`src/verilog/hwcnn_pkg.sv`:
```
package hwcnn_pkg;

	////////////////////////////////////////////////////////////
	// Sizes
	////////////////////////////////////////////////////////////
	localparam int X_PE       = 4;    // Output channel lanes
	localparam int SAMPLE_W   = 8;
	localparam int ACC_W      = 20;
	localparam int DDR_DATA_W = 32;   // Four samples per word
	localparam int DDR_ADDR_W = 16;
	localparam int LEN_W      = 8;
	localparam int FB_ADDR_W  = 4;    // 16 words in the line buffer
	localparam int TAPS       = 3;
	localparam int SAMPLE_ADDR_W = FB_ADDR_W + 2;

	typedef enum logic [1:0] {
		OP_LOAD_WEIGHT = 2'd0,
		OP_LOAD_BIAS   = 2'd1,
		OP_LOAD_DATA   = 2'd2,
		OP_CONV        = 2'd3
	} opcode_t;

	typedef enum logic [1:0] {
		DEST_WEIGHT = 2'd0,
		DEST_BIAS   = 2'd1,
		DEST_DATA   = 2'd2
	} load_dest_t;

	////////////////////////////////////////////////////////////
	// Bundles
	////////////////////////////////////////////////////////////
	typedef struct packed {
		opcode_t                 opcode;
		logic [DDR_ADDR_W-1:0]   ddr_addr;
		logic [LEN_W-1:0]        len;       // Words for loads, samples for conv
		logic [FB_ADDR_W-1:0]    buf_addr;
		logic                    pool;
	} inst_t;

	typedef struct packed {
		logic [DDR_ADDR_W-1:0]   addr;
		logic [LEN_W-1:0]        len;
	} ddr_cmd_t;

	typedef struct packed {
		load_dest_t              dest;
		logic [DDR_ADDR_W-1:0]   ddr_addr;
		logic [LEN_W-1:0]        len;
		logic [FB_ADDR_W-1:0]    buf_addr;
	} load_cmd_t;

	typedef struct packed {
		load_dest_t              dest;
		logic                    en;
		logic [FB_ADDR_W-1:0]    addr;
		logic [DDR_DATA_W-1:0]   data;
	} buf_wr_t;

	typedef struct packed {
		logic [FB_ADDR_W-1:0]    start;
		logic [LEN_W-1:0]        len;
		logic                    pool;
	} conv_cmd_t;

	typedef struct packed {
		logic [TAPS-1:0][SAMPLE_W-1:0] sample;  // Index 0 is the oldest
		logic                          valid;
	} window_t;

	typedef struct packed {
		logic [X_PE-1:0][ACC_W-1:0] lane;
	} result_t;

endpackage

```
`src/verilog/ddr_load_control.sv`:
```
module ddr_load_control (
	input  logic                              clk,
	input  logic                              rst_n,

	input  logic                              load_conf,
	input  hwcnn_pkg::load_cmd_t              load_cmd,
	output logic                              load_busy,

	output logic                              ddr_conf,
	output hwcnn_pkg::ddr_cmd_t               ddr_cmd,
	input  logic                              ddr_fifo_empty,
	output logic                              ddr_fifo_req,
	input  logic [hwcnn_pkg::DDR_DATA_W-1:0]  ddr_fifo_data,

	output hwcnn_pkg::buf_wr_t                buf_wr
);
	import hwcnn_pkg::*;

	logic [LEN_W-1:0]     remain;    // Words still to pop
	logic [FB_ADDR_W-1:0] wr_addr;
	load_dest_t           dest_q;
	logic                 pop;

	assign pop          = load_busy && (remain != '0) && !ddr_fifo_empty;
	assign ddr_fifo_req = pop;

	// Word goes to its store in the pop cycle
	assign buf_wr = '{dest: dest_q, en: pop, addr: wr_addr, data: ddr_fifo_data};

	always_ff @(posedge clk or negedge rst_n) begin
		if (!rst_n) begin
			load_busy <= 1'b0;
			ddr_conf  <= 1'b0;
			remain    <= '0;
		end else begin
			ddr_conf <= load_conf;   // DDR read one cycle after the command
			if (load_conf) begin
				load_busy <= 1'b1;
				remain    <= load_cmd.len;
			end else if (load_busy) begin
				if (pop)
					remain <= remain - 1'b1;
				if (remain == '0 || (pop && remain == LEN_W'(1)))
					load_busy <= 1'b0;
			end
		end
	end

	always_ff @(posedge clk) begin
		if (load_conf) begin
			dest_q  <= load_cmd.dest;
			wr_addr <= load_cmd.buf_addr;
			ddr_cmd <= '{addr: load_cmd.ddr_addr, len: load_cmd.len};
		end else if (pop) begin
			wr_addr <= wr_addr + 1'b1;
		end
	end

endmodule

```
`src/verilog/feature_buffer.sv`:
```
module feature_buffer (
	input  logic                                 clk,
	input  hwcnn_pkg::buf_wr_t                   buf_wr,
	input  logic [hwcnn_pkg::SAMPLE_ADDR_W-1:0]  rd_addr,   // Sample index
	output logic [hwcnn_pkg::SAMPLE_W-1:0]       rd_data
);
	import hwcnn_pkg::*;

	logic [DDR_DATA_W-1:0] mem [2**FB_ADDR_W];
	logic [FB_ADDR_W-1:0]  rd_word;
	logic [1:0]            rd_byte;

	assign rd_word = rd_addr[SAMPLE_ADDR_W-1:2];
	assign rd_byte = rd_addr[1:0];

	always_ff @(posedge clk) begin
		if (buf_wr.en && buf_wr.dest == DEST_DATA)
			mem[buf_wr.addr] <= buf_wr.data;
	end

	// Registered read, lowest byte is the first sample of the word
	always_ff @(posedge clk) begin
		rd_data <= mem[rd_word][rd_byte*SAMPLE_W +: SAMPLE_W];
	end

endmodule

```
`src/verilog/hwcnn_top.sv`:
```
module hwcnn_top (
	input  logic                              clk,
	input  logic                              rst_n,

	input  hwcnn_pkg::inst_t                  instruct,
	input  logic                              inst_empty,
	output logic                              inst_req,

	output logic                              ddr_conf,
	output hwcnn_pkg::ddr_cmd_t               ddr_cmd,
	input  logic                              ddr_fifo_empty,
	output logic                              ddr_fifo_req,
	input  logic [hwcnn_pkg::DDR_DATA_W-1:0]  ddr_fifo_data,

	output logic                              result_valid,
	output hwcnn_pkg::result_t                result
);
	import hwcnn_pkg::*;

	logic                          load_conf;
	load_cmd_t                     load_cmd;
	logic                          load_busy;
	logic                          conv_conf;
	conv_cmd_t                     conv_cmd;
	logic                          window_busy;
	logic                          pe_busy;
	buf_wr_t                       buf_wr;
	logic [SAMPLE_ADDR_W-1:0]      rd_addr;
	logic [SAMPLE_W-1:0]           rd_data;
	window_t                       window;
	logic [X_PE*TAPS*SAMPLE_W-1:0] taps;
	logic [X_PE*SAMPLE_W-1:0]      biases;

	top_control tctrl (
		.clk(clk),
		.rst_n(rst_n),
		.instruct(instruct),
		.inst_empty(inst_empty),
		.inst_req(inst_req),
		.load_conf(load_conf),
		.load_cmd(load_cmd),
		.load_busy(load_busy),
		.conv_conf(conv_conf),
		.conv_cmd(conv_cmd),
		.window_busy(window_busy),
		.pe_busy(pe_busy)
	);

	// Single loader for all three stores
	ddr_load_control dlc (
		.clk(clk),
		.rst_n(rst_n),
		.load_conf(load_conf),
		.load_cmd(load_cmd),
		.load_busy(load_busy),
		.ddr_conf(ddr_conf),
		.ddr_cmd(ddr_cmd),
		.ddr_fifo_empty(ddr_fifo_empty),
		.ddr_fifo_req(ddr_fifo_req),
		.ddr_fifo_data(ddr_fifo_data),
		.buf_wr(buf_wr)
	);

	weight_bias_buffer wbb (
		.clk(clk),
		.rst_n(rst_n),
		.buf_wr(buf_wr),
		.taps(taps),
		.biases(biases)
	);

	feature_buffer fbuf (
		.clk(clk),
		.buf_wr(buf_wr),
		.rd_addr(rd_addr),
		.rd_data(rd_data)
	);

	line_window_control lwc (
		.clk(clk),
		.rst_n(rst_n),
		.conv_conf(conv_conf),
		.conv_cmd(conv_cmd),
		.rd_addr(rd_addr),
		.rd_data(rd_data),
		.window(window),
		.window_busy(window_busy)
	);

	pe_core pec (
		.clk(clk),
		.rst_n(rst_n),
		.conv_conf(conv_conf),
		.conv_cmd(conv_cmd),
		.window(window),
		.taps(taps),
		.biases(biases),
		.result_valid(result_valid),
		.result(result),
		.pe_busy(pe_busy)
	);

endmodule

```
`src/verilog/line_window_control.sv`:
```
module line_window_control (
	input  logic                                 clk,
	input  logic                                 rst_n,
	input  logic                                 conv_conf,
	input  hwcnn_pkg::conv_cmd_t                 conv_cmd,
	output logic [hwcnn_pkg::SAMPLE_ADDR_W-1:0]  rd_addr,
	input  logic [hwcnn_pkg::SAMPLE_W-1:0]       rd_data,
	output hwcnn_pkg::window_t                   window,
	output logic                                 window_busy
);
	import hwcnn_pkg::*;

	logic                          reading;
	logic [LEN_W-1:0]              remain;
	logic                          rd_valid;   // rd_data holds a sample this cycle
	logic [1:0]                    fill;       // Samples already in the window
	logic [TAPS-1:0][SAMPLE_W-1:0] win_q;
	logic                          win_valid;

	////////////////////////////////////////////////////////////
	// Address sequencer and window fill
	////////////////////////////////////////////////////////////
	always_ff @(posedge clk or negedge rst_n) begin
		if (!rst_n) begin
			reading   <= 1'b0;
			remain    <= '0;
			rd_addr   <= '0;
			rd_valid  <= 1'b0;
			fill      <= '0;
			win_valid <= 1'b0;
		end else begin
			rd_valid  <= reading;
			win_valid <= rd_valid && (fill == 2'(TAPS-1));
			if (conv_conf) begin
				reading <= (conv_cmd.len != '0);
				remain  <= conv_cmd.len;
				rd_addr <= {conv_cmd.start, 2'b00};
				fill    <= '0;
			end else begin
				if (reading) begin
					rd_addr <= rd_addr + 1'b1;
					remain  <= remain - 1'b1;
					if (remain == LEN_W'(1))
						reading <= 1'b0;
				end
				if (rd_valid && fill != 2'(TAPS-1))
					fill <= fill + 1'b1;
			end
		end
	end

	// Newest sample enters at the top
	always_ff @(posedge clk) begin
		if (rd_valid)
			win_q <= {rd_data, win_q[TAPS-1:1]};
	end

	assign window      = '{sample: win_q, valid: win_valid};
	assign window_busy = reading || rd_valid || win_valid;

endmodule

```
`src/verilog/pe_core.sv`:
```
module pe_core (
	input  logic                                                       clk,
	input  logic                                                       rst_n,
	input  logic                                                       conv_conf,
	input  hwcnn_pkg::conv_cmd_t                                       conv_cmd,
	input  hwcnn_pkg::window_t                                         window,
	input  logic [hwcnn_pkg::X_PE*hwcnn_pkg::TAPS*hwcnn_pkg::SAMPLE_W-1:0] taps,
	input  logic [hwcnn_pkg::X_PE*hwcnn_pkg::SAMPLE_W-1:0]               biases,
	output logic                                                       result_valid,
	output hwcnn_pkg::result_t                                         result,
	output logic                                                       pe_busy
);
	import hwcnn_pkg::*;

	logic signed [ACC_W-1:0] sum_d  [X_PE];
	logic signed [ACC_W-1:0] acc_q  [X_PE];
	logic signed [ACC_W-1:0] held_q [X_PE];   // First value of a pool pair
	logic                    acc_valid;
	logic                    pool_q;
	logic                    phase_q;          // High on the second of a pair

	////////////////////////////////////////////////////////////
	// 3-tap MAC per lane
	////////////////////////////////////////////////////////////
	always_comb begin
		for (int l = 0; l < X_PE; l++) begin
			sum_d[l] = $signed(biases[l*SAMPLE_W +: SAMPLE_W]);
			for (int k = 0; k < TAPS; k++) begin
				sum_d[l] = sum_d[l] + $signed(window.sample[k])
					* $signed(taps[(l*TAPS + k)*SAMPLE_W +: SAMPLE_W]);
			end
		end
	end

	always_ff @(posedge clk or negedge rst_n) begin
		if (!rst_n) begin
			acc_valid <= 1'b0;
			pool_q    <= 1'b0;
			phase_q   <= 1'b0;
		end else begin
			acc_valid <= window.valid;
			if (conv_conf) begin
				pool_q  <= conv_cmd.pool;
				phase_q <= 1'b0;
			end else if (acc_valid && pool_q) begin
				phase_q <= !phase_q;
			end
		end
	end

	always_ff @(posedge clk) begin
		if (window.valid)
			acc_q <= sum_d;
		if (acc_valid && !phase_q)
			held_q <= acc_q;
	end

	////////////////////////////////////////////////////////////
	// Output and pair max pool
	////////////////////////////////////////////////////////////
	always_comb begin
		for (int l = 0; l < X_PE; l++) begin
			if (pool_q && held_q[l] > acc_q[l])
				result.lane[l] = held_q[l];
			else
				result.lane[l] = acc_q[l];
		end
	end

	// Odd last value of a pooled line never strobes
	assign result_valid = acc_valid && (!pool_q || phase_q);
	assign pe_busy      = acc_valid;

endmodule

```
`src/verilog/top_control.sv`:
```
module top_control (
	input  logic                  clk,
	input  logic                  rst_n,

	input  hwcnn_pkg::inst_t      instruct,
	input  logic                  inst_empty,
	output logic                  inst_req,

	output logic                  load_conf,
	output hwcnn_pkg::load_cmd_t  load_cmd,
	input  logic                  load_busy,

	output logic                  conv_conf,
	output hwcnn_pkg::conv_cmd_t  conv_cmd,
	input  logic                  window_busy,
	input  logic                  pe_busy
);
	import hwcnn_pkg::*;

	typedef enum logic [1:0] {
		ST_IDLE,
		ST_DECODE,
		ST_LOAD_WAIT,
		ST_CONV_WAIT
	} state_t;

	state_t     state;
	inst_t      inst_q;
	load_dest_t dest;

	// Pop only from a non-empty queue
	assign inst_req = (state == ST_IDLE) && !inst_empty;

	////////////////////////////////////////////////////////////
	// Sequencing
	////////////////////////////////////////////////////////////
	always_ff @(posedge clk or negedge rst_n) begin
		if (!rst_n) begin
			state <= ST_IDLE;
		end else begin
			case (state)
				ST_IDLE: begin
					if (!inst_empty)
						state <= ST_DECODE;
				end
				ST_DECODE: begin
					if (inst_q.opcode == OP_CONV)
						state <= ST_CONV_WAIT;
					else
						state <= ST_LOAD_WAIT;
				end
				ST_LOAD_WAIT: begin
					if (!load_busy)
						state <= ST_IDLE;
				end
				ST_CONV_WAIT: begin
					// Both the reader and the PE pipeline must drain
					if (!window_busy && !pe_busy)
						state <= ST_IDLE;
				end
				default: state <= ST_IDLE;
			endcase
		end
	end

	always_ff @(posedge clk) begin
		if (inst_req)
			inst_q <= instruct;   // Latched in the pop cycle
	end

	////////////////////////////////////////////////////////////
	// Decode
	////////////////////////////////////////////////////////////
	always_comb begin
		case (inst_q.opcode)
			OP_LOAD_WEIGHT: dest = DEST_WEIGHT;
			OP_LOAD_BIAS:   dest = DEST_BIAS;
			default:        dest = DEST_DATA;
		endcase
	end

	assign load_conf = (state == ST_DECODE) && (inst_q.opcode != OP_CONV);
	assign conv_conf = (state == ST_DECODE) && (inst_q.opcode == OP_CONV);

	assign load_cmd = '{dest: dest, ddr_addr: inst_q.ddr_addr, len: inst_q.len,
		buf_addr: inst_q.buf_addr};
	assign conv_cmd = '{start: inst_q.buf_addr, len: inst_q.len, pool: inst_q.pool};

endmodule

```
`src/verilog/weight_bias_buffer.sv`:
```
module weight_bias_buffer (
	input  logic                                                       clk,
	input  logic                                                       rst_n,
	input  hwcnn_pkg::buf_wr_t                                         buf_wr,
	output logic [hwcnn_pkg::X_PE*hwcnn_pkg::TAPS*hwcnn_pkg::SAMPLE_W-1:0] taps,
	output logic [hwcnn_pkg::X_PE*hwcnn_pkg::SAMPLE_W-1:0]               biases
);
	import hwcnn_pkg::*;

	logic [DDR_DATA_W-1:0] weight_q [TAPS];   // Word k is tap k of every lane
	logic [DDR_DATA_W-1:0] bias_q;

	always_ff @(posedge clk or negedge rst_n) begin
		if (!rst_n) begin
			for (int k = 0; k < TAPS; k++)
				weight_q[k] <= '0;
			bias_q <= '0;
		end else if (buf_wr.en) begin
			for (int k = 0; k < TAPS; k++) begin
				if (buf_wr.dest == DEST_WEIGHT && buf_wr.addr == FB_ADDR_W'(k))
					weight_q[k] <= buf_wr.data;
			end
			if (buf_wr.dest == DEST_BIAS && buf_wr.addr == '0)
				bias_q <= buf_wr.data;
		end
	end

	// Byte l of a word belongs to lane l
	always_comb begin
		for (int l = 0; l < X_PE; l++) begin
			for (int k = 0; k < TAPS; k++)
				taps[(l*TAPS + k)*SAMPLE_W +: SAMPLE_W] = weight_q[k][l*SAMPLE_W +: SAMPLE_W];
		end
	end

	assign biases = bias_q;

endmodule
```
`config.mk`:
```
export PLATFORM = sky130hd
export DESIGN_NAME = hwcnn_top
export DESIGN_NICKNAME = d
export VERILOG_FILES = /design/src/verilog/hwcnn_pkg.sv /design/src/verilog/ddr_load_control.sv /design/src/verilog/feature_buffer.sv /design/src/verilog/hwcnn_top.sv /design/src/verilog/line_window_control.sv /design/src/verilog/pe_core.sv /design/src/verilog/top_control.sv /design/src/verilog/weight_bias_buffer.sv
export SDC_FILE = /design/constraint.sdc
export NUM_CORES = 2
export LEC_CHECK = 0
export BUFFER_PORTS_ARGS = -buffer_cell sky130_fd_sc_hd__buf_2
export CELL_PAD_IN_SITES_DETAIL_PLACEMENT = 1
export CELL_PAD_IN_SITES_GLOBAL_PLACEMENT = 1
export CORE_MARGIN = 2
export CORE_UTILIZATION = 40
export CTS_CLUSTER_SIZE = 14
export DETAILED_ROUTE_END_ITERATION = 6
export MAX_ROUTING_LAYER = met4
export PLACE_DENSITY_LB_ADDON = 0.1
export RECOVER_POWER = 50
export SLEW_MARGIN = 20
export SYNTH_ARGS = -nofsm -noshare
export SYNTH_HDL_FRONTEND = slang
export SYNTH_HIERARCHICAL = 1
export SYNTH_SLANG_ARGS = --single-unit
export TNS_END_PERCENT = 50
```
`constraint.sdc`:
```
create_clock -name clk -period 17.4 [get_ports clk]
set_input_delay 3.48 -clock clk [delete_from_list [all_inputs] [get_ports clk]]
set_output_delay 3.48 -clock clk [all_outputs]
set_load 0.03 [all_outputs]
```
After elaboration in Yosys (flattened, before gate mapping)
Memories as Yosys holds them, arrays and structs flattened. Index checks and enable logic that the tools add are counted.

$add $sub $neg: 17. Reductions and logical operators: 49. Muxes and demuxes: 31. Magnitude comparators: 4. Multiply operators: 12. Equality and inequality tests: 17. Shift operators: 1.

Operator list (count): 8-bit by 8-bit multiplier with 16-bit output (12); 20-bit adder (8); 20-bit > comparator (4); 20-bit two-way mux (4); 8-bit by 16-bit adder with 17-bit output (4); 8-bit two-way mux (5); 32-bit by 6-bit variable part select with 8-bit output (1); 1-bit logical AND (21); 8-bit by 1-bit equality test with 1-bit output (second input constant) (2); 8-bit nonzero test (2); 8-bit by 1-bit subtractor with 8-bit output (second input constant) (2); 6-bit two-way mux (2); 1-bit two-way mux (11); 2-bit equality test (second input constant) (5); 2-bit two-way mux (5); 2-bit AND reduction (5); 2-bit nonzero test (5); 8-bit zero test (1); 4-bit two-way mux (2); 2-bit != test (second input constant) (4); 2-bit case mux with 4 select lines (1); 6-bit by 1-bit adder with 6-bit output (second input constant) (1); 2-bit by 1-bit equality test with 1-bit output (second input constant) (3); 1-bit zero test (6); other kinds (10) (15).

Bits in registers: 415. Memory bits (writable): 512. Memories: 1. Bits of input ports: 67. Output and inout bits: 108. Word-level logic and storage cells: 170.

Memory list: fbuf.mem (depth 16, width 32, rd ports 1, clocked after Yosys merged registers in 0, wr ports 1, line feature_buffer.sv:9) `logic [DDR_DATA_W-1:0] mem [2**FB_ADDR_W];`.

Longest topological paths before layout
Word-level depth: 8. Mapped depth: 29. Mapped depth without buffers: 28.

By module
The synthesis kept the hierarchy.

By module, submodules not included: pe_core (sequential area each 4699.5 µm², cells an instance 4203, area an instance 42954.9 µm², times used 1); feature_buffer (sequential area each 15534.9 µm², cells an instance 832, area an instance 19781.5 µm², times used 1); weight_bias_buffer (sequential area each 3203.1 µm², cells an instance 277, area an instance 4942.2 µm², times used 1); ddr_load_control (sequential area each 1151.1 µm², cells an instance 140, area an instance 1863.0 µm², times used 1); line_window_control (sequential area each 1196.1 µm², cells an instance 129, area an instance 1710.4 µm², times used 1); top_control (sequential area each 980.9 µm², cells an instance 85, area an instance 1356.3 µm², times used 1).

Worst setup path after synthesis
No wires, ideal clock.

Kind: input to output. Start point: in inst_empty. End point: out inst_req. Arrival time: 6.242 ns. Stages: 1. Data required time: 13.920 ns. Path buffers: 0. Slack: 7.678 ns. Path through: nor3_1.

Word-level cells in the longest chain between the ends: 2.

RTL lines: start: declaration (line hwcnn_top.sv:6) `input logic inst_empty,`; 1-bit zero test (line top_control.sv:32) `assign inst_req = (state == ST_IDLE) && !inst_empty;`; 1-bit logical AND (line top_control.sv:32); end: declaration (line hwcnn_top.sv:7) `output logic inst_req,`.

Every way passes these cells.

==> results.cfg <==
[run_status]
status = complete, but fails checks
violations = max-capacitance violations, max-slew violations

[worst_setup_path]
crit_required_ns = 17.84
crit_type = reg -> reg
critPathCaptureType = register
cp.arrival_ns = 9.06
cp-start-kind = register
worstPathMaxFanout = 33

[floorplanning]
start_util_pct = 40.2
coreArea_mm2 = 0.181
dieArea_mm2 = 0.185
dieWidth_um = 430
io_pins = 175
rows = 156
die_h_um = 430

[logic_synthesis]
yosys_register_bits = 921
yosysSeqAreaShare_pct = 36.9
synth_area_mm2 = 0.0726
ys.flop_type = edfxtp_1
synth_nets = 7157
synth-edff-count = 751
synthCells = 5666
synth.distinct_cells = 85
synth_warnings = 6
avgSynthCellArea_um2 = 12.8
async_reset_ff_share_pct = 17.6

[timing]
skew_ns = 0.0836
finalSetupViolations = 0
maxSlewHeadroom_pct = -239
hold_viol = 0
fin_crit_ns = 8.62
hold_ws_ns = 0.407
maxSlewViolCount = 981
setup_tns_ns = 0
worst_pin_slew_ns = 5.08
post-route-period-util_pct = 49.5
fmax_mhz = 116
rsz0062_at_grt = false

[global_routing]
grt_use_total_pct = 22.1
grt_pass1_vias = 47600
grt_max_degree = 70
grt_pass1_wl_mm = 298
antenna_found_initial = 24
gr-total-overflow = 0

[route]
num_vias = 41800
wl_per_cell_um = 23.3
drt_iter0_drc = 2204
drc = 0
firstDrtPassIters = 5
drtAntennaViolNets = 0
via_per_inst = 5.06
routed_wl_mm = 192

[finish]
final_common_cell = inv_1
final_core_util_pct = 43.9
area_delta_synth_final_pct = 9.12
final_cell_mix = 1,134 x inv_1, 971 x fa_1, 751 x edfxtp_1
final_nets = 7280
drive_above_1_share_pct = 12.4

[clocking]
clockBufferDepth = 3
cts_buffers = 104
cts_resized = 0
cts_root_buf = clkbuf_16
cts.clk_slew.worst_paths_ns = 0.06
cts.sinks = 921
holdBufCountCts = 0
clkLatencyLatePin_ns = 0.77
htreeDepth = 3
cts_setup_buffers = 0
cts_tree = built

[place]
hpwlAfterDp_mm = 142
gp_congestion = 0.819
io_buffers = 174

[flow_run]
cap_violations = 36

[min_path]
hold_path_class = reg -> reg
==> flip-flops by register name, summed over array words and instances, names as in the netlist, 2 cells and up <==
name / count
lwc/fill: 2
lwc/remain: 8
fbuf/mem: 512
lwc/rd_addr: 6
wbb/biases: 32
dlc/ddr_cmd: 24
dlc/remain: 8
tctrl/load_cmd: 16
dlc/wr_addr: 4
pec/held_q: 77
fbuf/rd_data: 8
tctrl/conv_cmd: 13
lwc/window: 24
pec/acc_q: 77
wbb/taps: 96
dlc/dest_q: 2
tctrl/state: 2
tctrl/inst_q: 2
==> Yosys cell counts, drive strengths merged, types with 9 or more instances <==
library cell / instances / area [µm²]
dfrtp: 162 / 4050
o21ai: 71 / 355
o21a: 17 / 128
buf: 133 / 1000
clkbuf: 90 / 338
xnor2: 97 / 850
mux4: 134 / 3020
mux2: 215 / 2560
a31oi: 17 / 106
a211oi: 14 / 105
o21bai: 12 / 90.1
fa: 971 / 19400
edfxtp: 751 / 22600
or3: 15 / 93.8
nand2b: 55 / 344
inv: 1134 / 4260
nor4: 9 / 62.6
mux2i: 24 / 240
o211ai: 12 / 90.1
nand2: 341 / 1280
nor2b: 27 / 169
nand3b: 9 / 67.6
nor3: 17 / 85.1
nand4: 23 / 144
o22ai: 16 / 100
nor2: 121 / 454
ha: 453 / 5670
and2: 402 / 2510
xor2: 26 / 228
a21oi: 86 / 430
a21o: 42 / 318
nand3: 22 / 110
==> metrics by stage <==
step / cell area [µm²] / cells / setup WS [ns]
CTS: 79300 / 8249 / 9.51
global route: 79200 / 8256 / 8.22
global placement: 75800 / 8053 / 9.63
floorplan: 72600 / 5666 / 7.68
detailed placement: 75800 / 8053 / 9.48
finish: 79200 / 8260 / 8.78
==> critical path, cell delays in order (launching register included) <==
cell      delay, ns
edfxtp_1       0.33
clkbuf_1       2.05
nand2_1        0.26
fa_1           0.67
inv_1          0.05
fa_1           0.50
inv_1          0.06
fa_1           0.56
fa_1           0.45
fa_1           0.51
fa_1           0.49
inv_1          0.05
fa_1           0.43
ha_1           0.33
a21oi_1        0.17
o21ai_0        0.19
o31ai_1        0.31
buf_4          0.21
o21ai_0        0.15
o41ai_1        0.35
xnor2_1        0.13
==> cell type report <==
class / instances / area (µm²)
fillers: 18600 / 101000
diodes: 11 / 27.5
clock inverters: 60 / 713
inverters: 1137 / 4270
flip-flops and latches: 921 / 26800
well taps: 2370 / 2970
repair buffers: 241 / 1260
multi-input cells: 3384 / 40400
clock buffers: 136 / 2850
==> cell families (layout without fill, tap and decap cells) <==
kind of cell / Yosys count / count (layout) / synth area share (%)
compound gates: 372 / 372 / 3.43
xor+xnor: 123 / 123 / 1.48
fa+ha+maj: 1424 / 1424 / 34.6
buf+inv: 1361 / 1574 / 7.74
flops: 921 / 921 / 36.9
mux: 373 / 373 / 8.01
other cells: 0 / 11 / 0
simple gates: 1092 / 1092 / 7.90
==> final timing paths <==
check	startpoint	endpoint	slack [ns]	cells after the start
setup / recovery	lwc/window[20]$_DFFE_PP_	pec/acc_q[77]$_DFFE_PP_	8.78	20
hold / removal	fbuf/rd_data[0]$_DFF_P_	lwc/window[17]$_DFFE_PP_	0.41	0
setup reg to reg	lwc/window[20]$_DFFE_PP_	pec/acc_q[77]$_DFFE_PP_	8.78	20
hold reg to reg	fbuf/rd_data[0]$_DFF_P_	lwc/window[17]$_DFFE_PP_	0.41	0
max in group asynchronous	rst_n	wbb/biases[14]$_DFFE_PN0P_	9.26	3
min in group asynchronous	rst_n	lwc/rd_addr[4]$_DFFE_PN0P_	4.58	1
==> per-layer routing <==
layer	part of all wire (%)	track usage (%)	wire length [µm]
met1	43	28.4	82600
met2	52	38.1	99400
met3	3.6	2.34	6920
met4	1.6	4.46	3150
met5	0	-	0
Power is not shown: default switching activity piles up to over one toggle a cycle in this logic, so the estimate is an artifact.
